`src/decode_pkg.sv`:
```
// Shared types and constants for the RV32IM decode stage
`default_nettype none

package decode_pkg;

	localparam int W_ADDR    = 32;
	localparam int W_DATA    = 32;
	localparam int W_REGADDR = 5;

	localparam logic [W_ADDR-1:0] RESET_VECTOR = 32'h0000_0040;

	// ------------------------------------------------------------
	// Major opcodes and function fields

	localparam logic [6:0] OPC_LOAD     = 7'b0000011;
	localparam logic [6:0] OPC_STORE    = 7'b0100011;
	localparam logic [6:0] OPC_BRANCH   = 7'b1100011;
	localparam logic [6:0] OPC_JAL      = 7'b1101111;
	localparam logic [6:0] OPC_JALR     = 7'b1100111;
	localparam logic [6:0] OPC_OP       = 7'b0110011;
	localparam logic [6:0] OPC_OP_IMM   = 7'b0010011;
	localparam logic [6:0] OPC_LUI      = 7'b0110111;
	localparam logic [6:0] OPC_AUIPC    = 7'b0010111;
	localparam logic [6:0] OPC_SYSTEM   = 7'b1110011;
	localparam logic [6:0] OPC_MISC_MEM = 7'b0001111;

	localparam logic [6:0] FUNCT7_BASE   = 7'b0000000;
	localparam logic [6:0] FUNCT7_ALT    = 7'b0100000;
	localparam logic [6:0] FUNCT7_MULDIV = 7'b0000001;

	// SYSTEM words are matched in full, all other fields must be zero
	localparam logic [31:0] INSTR_ECALL  = 32'h0000_0073;
	localparam logic [31:0] INSTR_EBREAK = 32'h0010_0073;

	// ------------------------------------------------------------
	// Control encodings seen by execute

	typedef enum logic [3:0] {
		ALU_ADD, ALU_SUB, ALU_SLL, ALU_LT, ALU_LTU, ALU_XOR,
		ALU_SRL, ALU_SRA, ALU_OR, ALU_AND, ALU_RS2, ALU_MULDIV
	} alu_op_e;

	typedef enum logic [3:0] {
		MEM_NONE, MEM_LB, MEM_LH, MEM_LW, MEM_LBU, MEM_LHU, MEM_SB, MEM_SH, MEM_SW
	} mem_op_e;

	// Ordered so that funct3 of an M instruction is its own code
	typedef enum logic [2:0] {
		MUL_MUL, MUL_MULH, MUL_MULHSU, MUL_MULHU, MUL_DIV, MUL_DIVU, MUL_REM, MUL_REMU
	} mul_op_e;

	typedef enum logic [1:0] {BCOND_NEVER, BCOND_ZERO, BCOND_NZERO, BCOND_ALWAYS} bcond_e;
	typedef enum logic {SRCA_RS1, SRCA_PC} alusrc_a_e;
	typedef enum logic {SRCB_RS2, SRCB_IMM} alusrc_b_e;

	typedef enum logic [2:0] {
		EXC_NONE, EXC_ECALL, EXC_EBREAK, EXC_INSTR_ILLEGAL, EXC_INSTR_FAULT
	} except_e;

	// ------------------------------------------------------------
	// Instruction word, seen as register form or immediate form

	typedef struct packed {
		logic [6:0]           funct7;
		logic [W_REGADDR-1:0] rs2;
		logic [W_REGADDR-1:0] rs1;
		logic [2:0]           funct3;
		logic [W_REGADDR-1:0] rd;
		logic [6:0]           opcode;
	} r_fmt_t;

	typedef struct packed {
		logic [11:0]          imm12;
		logic [W_REGADDR-1:0] rs1;
		logic [2:0]           funct3;
		logic [W_REGADDR-1:0] rd;
		logic [6:0]           opcode;
	} i_fmt_t;

	typedef union packed {
		r_fmt_t r_view;
		i_fmt_t i_view;
	} instr_u;

	// ------------------------------------------------------------
	// Port bundles

	// vld counts valid halfwords, err flags a bus error per halfword
	typedef struct packed {
		logic [31:0] cir;
		logic [1:0]  err;
		logic [1:0]  vld;
	} fetch_t;

	typedef struct packed {
		logic              now;
		logic [W_ADDR-1:0] target;
		logic              not_except;
	} jump_t;

	typedef struct packed {
		logic [W_REGADDR-1:0] rs1;
		logic [W_REGADDR-1:0] rs2;
		logic [W_REGADDR-1:0] rd;
		logic [W_DATA-1:0]    imm;
		alusrc_a_e            alusrc_a;
		alusrc_b_e            alusrc_b;
		alu_op_e              aluop;
		mem_op_e              memop;
		mul_op_e              mulop;
		bcond_e               branchcond;
		logic                 addr_is_regoffs;
		except_e              except;
	} decode_ctrl_t;

endpackage

`default_nettype wire

```
`src/decode_imm_gen.sv`:
```
// Immediate generator: builds the five RV32 immediates and picks the address offset
`default_nettype none
`timescale 1ns/10ps

module decode_imm_gen (
	input  decode_pkg::instr_u                 instr_i,
	output logic [decode_pkg::W_DATA-1:0]      imm_i_o,
	output logic [decode_pkg::W_DATA-1:0]      imm_s_o,
	output logic [decode_pkg::W_DATA-1:0]      imm_b_o,
	output logic [decode_pkg::W_DATA-1:0]      imm_u_o,
	output logic [decode_pkg::W_DATA-1:0]      imm_j_o,
	output logic [decode_pkg::W_ADDR-1:0]      addr_offs_o
);

	import decode_pkg::*;

	// Bit 31 of the word is always the sign, funct7[6] in the register view
	assign imm_i_o = {{20{instr_i.i_view.imm12[11]}}, instr_i.i_view.imm12};

	assign imm_s_o = {{20{instr_i.r_view.funct7[6]}}, instr_i.r_view.funct7,
		instr_i.r_view.rd};

	assign imm_b_o = {{19{instr_i.r_view.funct7[6]}}, instr_i.r_view.funct7[6],
		instr_i.r_view.rd[0], instr_i.r_view.funct7[5:0], instr_i.r_view.rd[4:1], 1'b0};

	assign imm_u_o = {instr_i.r_view.funct7, instr_i.r_view.rs2, instr_i.r_view.rs1,
		instr_i.r_view.funct3, 12'h000};

	// J format scatters imm[19:12] over rs1 and funct3, imm[11] sits at rs2[0]
	assign imm_j_o = {{11{instr_i.r_view.funct7[6]}}, instr_i.r_view.funct7[6],
		instr_i.r_view.rs1, instr_i.r_view.funct3, instr_i.r_view.rs2[0],
		instr_i.r_view.funct7[5:0], instr_i.r_view.rs2[4:1], 1'b0};

	// Offset added to PC or rs1 by the address generator
	always_comb begin
		case (instr_i.r_view.opcode)
			OPC_JAL:    addr_offs_o = imm_j_o;
			OPC_BRANCH: addr_offs_o = imm_b_o;
			OPC_STORE:  addr_offs_o = imm_s_o;
			OPC_JALR:   addr_offs_o = imm_i_o;
			OPC_LOAD:   addr_offs_o = imm_i_o;
			default:    addr_offs_o = '0;
		endcase
	end

endmodule

`default_nettype wire

```
`src/decode_fetch_ctrl.sv`:
```
// Fetch buffer control: starvation, stall, buffer use, fetch fault and buffer lock
`default_nettype none
`timescale 1ns/10ps

module decode_fetch_ctrl (
	input  logic                clk,
	input  logic                rst_n,

	input  decode_pkg::fetch_t  fetch_i,
	input  logic                x_stall_i,
	input  logic                jump_now_i,
	input  logic                jump_not_except_i,

	output logic                starved_o,
	output logic                stall_o,
	output logic [1:0]          cir_use_o,
	output logic                cir_lock_o,
	output logic                lock_prev_o,
	output logic                fetch_fault_o
);

	logic lock_assert;
	logic lock_prev_q;

	// ------------------------------------------------------------
	// Buffer occupancy and consumption

	// Every instruction is two halfwords, so one valid halfword is not enough
	assign starved_o = fetch_i.vld < 2'd2;
	assign stall_o   = x_stall_i || starved_o;

	assign cir_use_o = stall_o ? 2'd0 : 2'd2;

	// Errors count only on halfwords that belong to the instruction. A fault
	// further down the buffer may still be flushed by a taken jump
	assign fetch_fault_o = (fetch_i.vld > 2'd0 && fetch_i.err[0]) ||
		(fetch_i.vld > 2'd1 && fetch_i.err[1]);

	// ------------------------------------------------------------
	// Buffer lock

	// A jump raised by the instruction in decode while it is held up by execute.
	// Without the lock, new fetch data would overwrite the instruction before
	// its link write or branch recovery has gone through
	assign lock_assert = jump_now_i && jump_not_except_i && stall_o;

	// The lock drops as soon as the stall clears
	assign cir_lock_o = (lock_prev_q && stall_o) || lock_assert;

	always_ff @(posedge clk or negedge rst_n) begin
		if (!rst_n) begin
			lock_prev_q <= 1'b0;
		end else begin
			lock_prev_q <= cir_lock_o;
		end
	end

	assign lock_prev_o = lock_prev_q;

endmodule

`default_nettype wire

```
`src/decode_pc.sv`:
```
// Decode program counter: reset vector, jump load and sequential step of 4
`default_nettype none
`timescale 1ns/10ps

module decode_pc (
	input  logic                          clk,
	input  logic                          rst_n,

	input  logic                          jump_now_i,
	input  logic [decode_pkg::W_ADDR-1:0] jump_target_i,
	input  logic                          stall_i,
	input  logic                          cir_lock_i,
	input  logic                          lock_prev_i,

	output logic [decode_pkg::W_ADDR-1:0] pc_o
);

	import decode_pkg::*;

	logic [W_ADDR-1:0] pc_q;
	logic              lock_new;
	logic              lock_release;
	logic              load_target;

	// A lock that was not there last cycle was raised by this jump
	assign lock_new     = cir_lock_i && !lock_prev_i;
	assign lock_release = lock_prev_i && !stall_i;

	// On release the jump source still presents the deferred target
	assign load_target = (jump_now_i && !lock_new) || lock_release;

	always_ff @(posedge clk or negedge rst_n) begin
		if (!rst_n) begin
			pc_q <= RESET_VECTOR;
		end else if (load_target) begin
			pc_q <= jump_target_i;
		end else if (!stall_i && !cir_lock_i) begin
			pc_q <= pc_q + W_ADDR'(4);
		end
	end

	assign pc_o = pc_q;

endmodule

`default_nettype wire

```
`src/decode_op_table.sv`:
```
// Opcode decoder: maps RV32IM words to execute controls and raises decode exceptions
`default_nettype none
`timescale 1ns/10ps

module decode_op_table (
	input  decode_pkg::instr_u            instr_i,
	input  logic [decode_pkg::W_DATA-1:0] imm_i_i,
	input  logic [decode_pkg::W_DATA-1:0] imm_u_i,
	input  logic                          starved_i,
	input  logic                          fetch_fault_i,
	input  logic                          lock_prev_i,
	output decode_pkg::decode_ctrl_t      ctrl_o
);

	import decode_pkg::*;

	localparam logic [W_REGADDR-1:0] X0 = '0;

	decode_ctrl_t ctrl;
	logic         invalid;

	// Shared by OP and OP-IMM for the base funct7 encodings
	function automatic alu_op_e base_aluop(input logic [2:0] funct3);
		case (funct3)
			3'b000:  return ALU_ADD;
			3'b001:  return ALU_SLL;
			3'b010:  return ALU_LT;
			3'b011:  return ALU_LTU;
			3'b100:  return ALU_XOR;
			3'b101:  return ALU_SRL;
			3'b110:  return ALU_OR;
			default: return ALU_AND;
		endcase
	endfunction

	always_comb begin
		ctrl.rs1             = instr_i.r_view.rs1;
		ctrl.rs2             = instr_i.r_view.rs2;
		ctrl.rd              = instr_i.r_view.rd;
		ctrl.imm             = imm_i_i;
		ctrl.alusrc_a        = SRCA_RS1;
		ctrl.alusrc_b        = SRCB_RS2;
		ctrl.aluop           = ALU_ADD;
		ctrl.memop           = MEM_NONE;
		ctrl.mulop           = MUL_MUL;
		ctrl.branchcond      = BCOND_NEVER;
		ctrl.addr_is_regoffs = 1'b0;
		ctrl.except          = EXC_NONE;
		invalid              = 1'b0;

		case (instr_i.r_view.opcode)
			OPC_BRANCH: begin
				// funct3[2:1] picks the compare, the xor with bit 0 picks the sense
				ctrl.rd = X0;
				case (instr_i.r_view.funct3[2:1])
					2'b00:   ctrl.aluop = ALU_SUB;
					2'b10:   ctrl.aluop = ALU_LT;
					2'b11:   ctrl.aluop = ALU_LTU;
					default: invalid = 1'b1;
				endcase
				ctrl.branchcond = (instr_i.r_view.funct3[0] ^ instr_i.r_view.funct3[2]) ?
					BCOND_NZERO : BCOND_ZERO;
			end
			OPC_JAL, OPC_JALR: begin
				// The ALU computes the link address, the jump target comes from addr_offs
				invalid = instr_i.r_view.opcode == OPC_JALR && instr_i.i_view.funct3 != 3'b000;
				ctrl.branchcond      = BCOND_ALWAYS;
				ctrl.addr_is_regoffs = instr_i.r_view.opcode == OPC_JALR;
				ctrl.rs2             = X0;
				ctrl.alusrc_a        = SRCA_PC;
				ctrl.alusrc_b        = SRCB_IMM;
				ctrl.imm             = W_DATA'(4);
				if (instr_i.r_view.opcode == OPC_JAL)
					ctrl.rs1 = X0;
			end
			OPC_LUI, OPC_AUIPC: begin
				ctrl.imm      = imm_u_i;
				ctrl.alusrc_b = SRCB_IMM;
				ctrl.rs1      = X0;
				ctrl.rs2      = X0;
				if (instr_i.r_view.opcode == OPC_AUIPC)
					ctrl.alusrc_a = SRCA_PC;
			end
			OPC_OP_IMM: begin
				ctrl.alusrc_b = SRCB_IMM;
				ctrl.rs2      = X0;
				case (instr_i.i_view.funct3)
					3'b001: begin
						ctrl.aluop = ALU_SLL;
						invalid    = instr_i.r_view.funct7 != FUNCT7_BASE;
					end
					3'b101: begin
						ctrl.aluop = instr_i.r_view.funct7 == FUNCT7_ALT ? ALU_SRA : ALU_SRL;
						invalid    = instr_i.r_view.funct7 != FUNCT7_BASE &&
							instr_i.r_view.funct7 != FUNCT7_ALT;
					end
					default: ctrl.aluop = base_aluop(instr_i.i_view.funct3);
				endcase
			end
			OPC_OP: begin
				if (instr_i.r_view.funct7 == FUNCT7_MULDIV) begin
					ctrl.aluop = ALU_MULDIV;
					ctrl.mulop = mul_op_e'(instr_i.r_view.funct3);
				end else if (instr_i.r_view.funct7 == FUNCT7_BASE) begin
					ctrl.aluop = base_aluop(instr_i.r_view.funct3);
				end else if (instr_i.r_view.funct7 == FUNCT7_ALT &&
					instr_i.r_view.funct3 == 3'b000) begin
					ctrl.aluop = ALU_SUB;
				end else if (instr_i.r_view.funct7 == FUNCT7_ALT &&
					instr_i.r_view.funct3 == 3'b101) begin
					ctrl.aluop = ALU_SRA;
				end else begin
					invalid = 1'b1;
				end
			end
			OPC_LOAD: begin
				ctrl.addr_is_regoffs = 1'b1;
				ctrl.rs2             = X0;
				case (instr_i.i_view.funct3)
					3'b000:  ctrl.memop = MEM_LB;
					3'b001:  ctrl.memop = MEM_LH;
					3'b010:  ctrl.memop = MEM_LW;
					3'b100:  ctrl.memop = MEM_LBU;
					3'b101:  ctrl.memop = MEM_LHU;
					default: invalid = 1'b1;
				endcase
			end
			OPC_STORE: begin
				// rs2 passes through the ALU as store data
				ctrl.addr_is_regoffs = 1'b1;
				ctrl.aluop           = ALU_RS2;
				ctrl.rd              = X0;
				case (instr_i.r_view.funct3)
					3'b000:  ctrl.memop = MEM_SB;
					3'b001:  ctrl.memop = MEM_SH;
					3'b010:  ctrl.memop = MEM_SW;
					default: invalid = 1'b1;
				endcase
			end
			OPC_MISC_MEM: begin
				// FENCE has nothing to order in this core
				invalid  = instr_i.i_view.funct3 != 3'b000;
				ctrl.rs1 = X0;
				ctrl.rs2 = X0;
				ctrl.rd  = X0;
			end
			OPC_SYSTEM: begin
				ctrl.rs1 = X0;
				ctrl.rs2 = X0;
				ctrl.rd  = X0;
				if (instr_i == INSTR_ECALL)
					ctrl.except = EXC_ECALL;
				else if (instr_i == INSTR_EBREAK)
					ctrl.except = EXC_EBREAK;
				else
					invalid = 1'b1;
			end
			default: invalid = 1'b1;
		endcase

		// ------------------------------------------------------------
		// Squash anything that must not reach execute as a real operation
		if (invalid || starved_i || fetch_fault_i) begin
			ctrl.rs1        = X0;
			ctrl.rs2        = X0;
			ctrl.rd         = X0;
			ctrl.memop      = MEM_NONE;
			ctrl.branchcond = BCOND_NEVER;
			ctrl.aluop      = ALU_ADD;
			ctrl.except     = EXC_NONE;
			if (fetch_fault_i)
				ctrl.except = EXC_INSTR_FAULT;
			else if (invalid && !starved_i)
				ctrl.except = EXC_INSTR_ILLEGAL;
		end

		// The held instruction already jumped, it must not branch again
		if (lock_prev_i)
			ctrl.branchcond = BCOND_NEVER;
	end

	assign ctrl_o = ctrl;

endmodule

`default_nettype wire

```
`src/rv_decode.sv`:
```
// RV32IM decode stage: fetch buffer control, PC, immediates and opcode decode
`default_nettype none
`timescale 1ns/10ps

module rv_decode (
	input  logic                          clk,
	input  logic                          rst_n,

	input  decode_pkg::fetch_t            fetch_i,
	input  logic                          x_stall_i,
	input  decode_pkg::jump_t             jump_i,

	output logic [1:0]                    cir_use_o,
	output logic                          cir_lock_o,
	output logic                          starved_o,
	output logic [decode_pkg::W_ADDR-1:0] pc_o,
	output decode_pkg::decode_ctrl_t      ctrl_o,
	output logic [decode_pkg::W_ADDR-1:0] addr_offs_o
);

	import decode_pkg::*;

	logic              stall;
	logic              lock_prev;
	logic              fetch_fault;
	logic [W_DATA-1:0] imm_i;
	logic [W_DATA-1:0] imm_u;

	decode_imm_gen imm_gen_i (
		.instr_i     (fetch_i.cir),
		.imm_i_o     (imm_i),
		.imm_s_o     (),
		.imm_b_o     (),
		.imm_u_o     (imm_u),
		.imm_j_o     (),
		.addr_offs_o (addr_offs_o)
	);

	decode_fetch_ctrl fetch_ctrl_i (
		.clk               (clk),
		.rst_n             (rst_n),
		.fetch_i           (fetch_i),
		.x_stall_i         (x_stall_i),
		.jump_now_i        (jump_i.now),
		.jump_not_except_i (jump_i.not_except),
		.starved_o         (starved_o),
		.stall_o           (stall),
		.cir_use_o         (cir_use_o),
		.cir_lock_o        (cir_lock_o),
		.lock_prev_o       (lock_prev),
		.fetch_fault_o     (fetch_fault)
	);

	decode_pc pc_i (
		.clk           (clk),
		.rst_n         (rst_n),
		.jump_now_i    (jump_i.now),
		.jump_target_i (jump_i.target),
		.stall_i       (stall),
		.cir_lock_i    (cir_lock_o),
		.lock_prev_i   (lock_prev),
		.pc_o          (pc_o)
	);

	decode_op_table op_table_i (
		.instr_i       (fetch_i.cir),
		.imm_i_i       (imm_i),
		.imm_u_i       (imm_u),
		.starved_i     (starved_o),
		.fetch_fault_i (fetch_fault),
		.lock_prev_i   (lock_prev),
		.ctrl_o        (ctrl_o)
	);

endmodule

`default_nettype wire

```
`config.mk`:
```
export PLATFORM = sky130hd
export DESIGN_NAME = rv_decode
export DESIGN_NICKNAME = d
export VERILOG_FILES = /design/src/decode_pkg.sv /design/src/decode_imm_gen.sv /design/src/decode_fetch_ctrl.sv /design/src/decode_pc.sv /design/src/decode_op_table.sv /design/src/rv_decode.sv
export SDC_FILE = /design/constraint.sdc
export NUM_CORES = 1
export LEC_CHECK = 0
export BUFFER_PORTS_ARGS = -buffer_cell sky130_fd_sc_hd__buf_2
export CAP_MARGIN = 0
export CORE_AREA = 2 2 138 73
export CTS_BUF_LIST = sky130_fd_sc_hd__clkbuf_16
export DETAILED_ROUTE_END_ITERATION = 10
export DIE_AREA = 0 0 140 75
export GPL_ROUTABILITY_DRIVEN = 0
export GPL_TIMING_DRIVEN = 0
export PLACE_DENSITY = 0.79
export SLEW_MARGIN = 20
export SYNTH_ARGS = -nofsm -noshare
export SYNTH_HDL_FRONTEND = slang
export SYNTH_SLANG_ARGS = --single-unit
```
`constraint.sdc`:
```
create_clock -name clk -period 3.2 [get_ports clk]
set_input_delay 0.64 -clock clk [delete_from_list [all_inputs] [get_ports clk]]
set_output_delay 0.64 -clock clk [all_outputs]
set_load 0.01 [all_outputs]
```
==> tab_implementation.tex <==
\begin{tabular}{lr}
\hline
Metric & Value \\
\hline
\multicolumn{2}{l}{\textbf{Run status}} \\
Failing checks & DRC, setup timing \\
Run status & complete, but fails checks \\
\multicolumn{2}{l}{\textbf{Logic synthesis}} \\
Synth Flop Type & sky130\_fd\_sc\_hd\_\_dfrtp\_1 \\
Synth unique cells & just under 60 \\
Leading cell types by total area after synthesis & sky130\_fd\_sc\_hd\_\_dfrtp\_1, sky130\_fd\_sc\_hd\_\_nor2\_1, sky130\_fd\_sc\_hd\_\_a21oi\_1 \\
Cell type with the largest total area after synthesis & sky130\_fd\_sc\_hd\_\_dfrtp\_1 \\
Post-synthesis share of cell area spent on xor and xnor gates & 0.08576 \\
Syn Area/Cell & 7.074 sq um \\
Sequential fraction of the synthesis area & 0.2531 \\
Number of flops mapped to enable cells by yosys & 0 \\
Total of flip-flops plus latches after synthesis & 33 \\
Dominant combinational cell family by area after synthesis & simple AND/OR/NAND/NOR gates \\
Mapped cell area & approximately 0.0033 sq mm \\
Cells after Synth & around 460 \\
Simple logic cell fraction of the synthesized area & 0.3407 \\
Portion of synthesized cell area occupied by the leading cell type & 0.2450 \\
Count of yosys warnings during synthesis & 0 \\
Syn Nets & $\sim$540 \\
Mux cell area share after synthesis & 0.01340 \\
Proportion of register bits with asynchronous set or reset after synthesis & 1.000 \\
Adder-cell share of the synthesized area & 0.003828 \\
Compound-cell area share of the yosys netlist & 0.2247 \\
\multicolumn{2}{l}{\textbf{Global routing}} \\
Met3 Track Usage GR & 0.1069 \\
Pin count of the biggest net entering global routing & 34 \\
Overflow after GRT & 0 \\
Overall fraction of global-route tracks in use & 0.2718 \\
Global-route met1 utilization & 0.3936 \\
Most Used Layer, Global Route & met1 \\
Met2 layer usage reported by global route & 0.3716 \\
Vias in the first global route & about 4200 \\
Global-route wire length before repair & roughly 22000 um \\
Number of antenna violations at the first check in global routing & 0 \\
\multicolumn{2}{l}{\textbf{Setup path}} \\
Ordered list of cells on the worst path & buf\_8, or3\_4, or3\_4, o311a\_4, nor4\_4, nand3\_2, buf\_6, buf\_8, nor3\_4, buf\_2 \\
Worst reg2reg path depth & 6 \\
Arrival time at the worst endpoint & between 2 and 3 ns \\
Data required time of the worst path & about 2.6 ns \\
Endpoint of the most critical register-to-register path & pc\_i.pc\_o[30] \\
CP top delay family & simple AND/OR/NAND/NOR gates \\
Crit path capture type & primary output \\
Type of the worst setup path & primary input to primary output \\
Worst setup startpoint & fetch\_i[35] \\
Logic depth of the worst path, buffers included & 10 \\
Critical path buffer and inverter count & 4 \\
Setup slack of the worst register-to-register path & between 0.7 and 0.8 ns \\
Crit path max fanout & 5 \\
Worst reg2reg startpoint & pc\_i.pc\_o[6] \\
Critical Path Start Type & primary input \\
Delay of the slowest critical-path stage & about 0.40 ns \\
Cell with the largest stage delay on the worst path & sky130\_fd\_sc\_hd\_\_or3\_4 \\
\multicolumn{2}{l}{\textbf{Die}} \\
FP Rows & 25 \\
Area enclosed by the die boundary & 0.01050 sq mm \\
Vert. Die Dim & about 75 um \\
Die Span X & between 100 and 150 um \\
I/O pin count & between 200 and 250 \\
Core footprint & $\sim$0.0092 sq mm \\
Initial core utilization & 0.3542 \\
\multicolumn{2}{l}{\textbf{Min path}} \\
Hold Crit Class & primary input to asynchronous set/reset pin \\
\multicolumn{2}{l}{\textbf{Final layout}} \\
Summed area of non-filler cells in the final layout & about 0.005 sq mm \\
Layout Cells excl Fill & about 800 \\
Multi-input logic area & around 0.0024 sq mm \\
Antenna cells & 0 \\
Fillcell total & about 900 \\
Number of nets at the end of the flow & 750 \\
Layout Area Growth over Synthesis & 49.96\% \\
Register Area & between 800 and 900 sq um \\
Final cell utilization of the core & 0.5311 \\
Share of layout cells above drive strength 1 & 0.4092 \\
\multicolumn{2}{l}{\textbf{Routing}} \\
Via-per-instance ratio & 5.697 \\
Final routed wire length divided by cell count & approximately 19 um \\
Post-route ant nets & 0 \\
Via count of the routed design & roughly 4500 \\
DRC violation count after routing & 3 \\
Number of DRC markers in iteration 0 & between 400 and 500 \\
First-pass DRT Iterations & 10 \\
Detailed-route wire length & 15080 um \\
\multicolumn{2}{l}{\textbf{Clocking}} \\
Number of buffers added by the clock tree synthesis step & 5 \\
CTS hold repair buffers & 0 \\
Clock latency on the worst-skew pair & between 0.2 and 0.3 ns \\
H-tree depth & 2 \\
Clock transition at the registers of the reported paths & about 0.060 ns \\
Clock sinks & 33 \\
CTS tree & built \\
Root Driver & sky130\_fd\_sc\_hd\_\_clkbuf\_16 \\
Longest Clk Path Bufs & 2 \\
\multicolumn{2}{l}{\textbf{STA}} \\
Final Max Slew Viols & 0 \\
Final hold violation count & 0 \\
Final worst clock skew & 0.009486 ns \\
Tightest Pin Transition & about 0.89 ns \\
Max\_slew headroom & 0.4010 \\
Finish-stage setup viols & 45 \\
Post-Route Hold Slack & between 0.4 and 0.5 ns \\
Setup TNS Final & -3.254 ns \\
RSZ-0062 raised after global routing & true \\
Setup slack of the critical path after layout & -0.1756 ns \\
Period utilisation layout & 1.055 \\
Highest Clock Rate & around 300 MHz \\
Final worst path period need & 3.376 ns \\
\multicolumn{2}{l}{\textbf{Placement}} \\
IO buf count & just over 200 \\
DP Area & 0.004437 sq mm \\
Worst setup slack before clock tree synthesis & -0.6382 ns \\
Total half-perimeter wirelength after legalization and detailed placement & around 12000 um \\
Number of cells in the design after placement & 785 \\
\multicolumn{2}{l}{\textbf{Flow run}} \\
Max cap viols & 0 \\
\multicolumn{2}{l}{\textbf{Pwr}} \\
Total power per unit cell area & about 350 mW/mm\^{}2 \\
Overall power after layout & between 1.5 and 2 mW \\
Max rail drop VDD & between 200 and 250 uV \\
Leakage power & approximately 2.5 nW \\
\hline
\end{tabular}
## worst register-to-register path: stages (launching register included)
cell and delay, ns:
sky130_fd_sc_hd__dfstp_2 0.56, sky130_fd_sc_hd__nand4_1 0.15, sky130_fd_sc_hd__nor4_2 0.81, sky130_fd_sc_hd__nand4_1 0.36
sky130_fd_sc_hd__nor2_1 0.21, sky130_fd_sc_hd__xnor2_1 0.13, sky130_fd_sc_hd__a21oi_1 0.09
## area by class of cell
class | instances | area share
multi-input combinational | 376 | 0.4861
timing repair buffer | 209 | 0.2318
sequential | 33 | 0.1688
buffer | 39 | 0.04544
tap | 121 | 0.03089
clock buffer | 5 | 0.02553
inverter | 12 | 0.009191
clock inverter | 3 | 0.002298
## placed cells by master (no fill, tap or decap), drive strengths merged, types with 12 or more instances in the layout
cell      n
buf     224
nor2     76
a21oi    45
nand2    39
dfrtp    32
a21o     29
clkbuf   29
and2     22
xnor2    19
nand3    17
inv      14
xor2     13
nand4    12
nor3     12
nor4     12
## synth_stat cells, types with 2 or more instances
master and n:
sky130_fd_sc_hd__a211oi_1 3, sky130_fd_sc_hd__a21o_1 29, sky130_fd_sc_hd__a21oi_1 45, sky130_fd_sc_hd__a22o_1 4
sky130_fd_sc_hd__a31oi_1 3, sky130_fd_sc_hd__and2_1 22, sky130_fd_sc_hd__and3_1 4, sky130_fd_sc_hd__buf_4 12
sky130_fd_sc_hd__clkbuf_1 26, sky130_fd_sc_hd__dfrtp_1 32, sky130_fd_sc_hd__inv_1 11, sky130_fd_sc_hd__mux2_2 3
sky130_fd_sc_hd__nand2_1 39, sky130_fd_sc_hd__nand2b_1 7, sky130_fd_sc_hd__nand3_1 16, sky130_fd_sc_hd__nand4_1 12
sky130_fd_sc_hd__nor2_1 76, sky130_fd_sc_hd__nor2b_1 6, sky130_fd_sc_hd__nor3_1 11, sky130_fd_sc_hd__nor4_1 11
sky130_fd_sc_hd__o21a_1 2, sky130_fd_sc_hd__o21ai_0 11, sky130_fd_sc_hd__o22ai_1 3, sky130_fd_sc_hd__or3_1 10
sky130_fd_sc_hd__xnor2_1 19, sky130_fd_sc_hd__xor2_1 13
## per-layer routing
layer / vias to the layer above / wire, um / share of wire
met2: 319 / 6162 / 0.41
met4: 0 / 266 / 0.018
li1: 2037 / - / -
met5: - / 0 / 0
met1: 2155 / 6775 / 0.45
met3: 35 / 1871 / 0.12
## repair_timing
| action | CTS | global route |
|---|---|---|
| gates resized for setup | 46 | 29 |
| pin swaps | 22 | 3 |
| setup endpoints to repair | 55 | 70 |
| gates cloned | 2 | 0 |
| buffers inserted | 5 | 0 |
## worst max path at each step
stage / slack, ns / end
2_1_floorplan: -0.04 / ctrl_o[10]
3_5_place_dp: -0.64 / addr_offs_o[27]
5_1_grt: -0.26 / ctrl_o[64]
4_1_cts: -0.13 / ctrl_o[15]
3_3_place_gp: -0.51 / addr_offs_o[31]
6_report: -0.18 / ctrl_o[12]
## state kept, by name, indices dropped and copies added (netlist names)
signal	flops
fetch_ctrl_i.lock_prev_o	1
pc_i.pc_o	32
## kinds of logic (layout without fill, tap and decap cells)
family | after synthesis | in the layout
flip-flops | 33 | 33
adder cells (fa/ha/maj) | 1 | 1
XOR/XNOR | 32 | 32
multiplexers | 4 | 4
AO/OA/AOI/OAI | 114 | 114
AND/OR/NAND/NOR | 224 | 224
other | 1 | 1
buffers and inverters | 53 | 268
## where the power goes
part	switching, mW	internal [mW]
Sequential	0.112	0.503
Clock	0.172	0.279
Combinational	0.395	0.272
Total	0.679	1.05
Note: power is estimated with default switching activity, not from simulation.
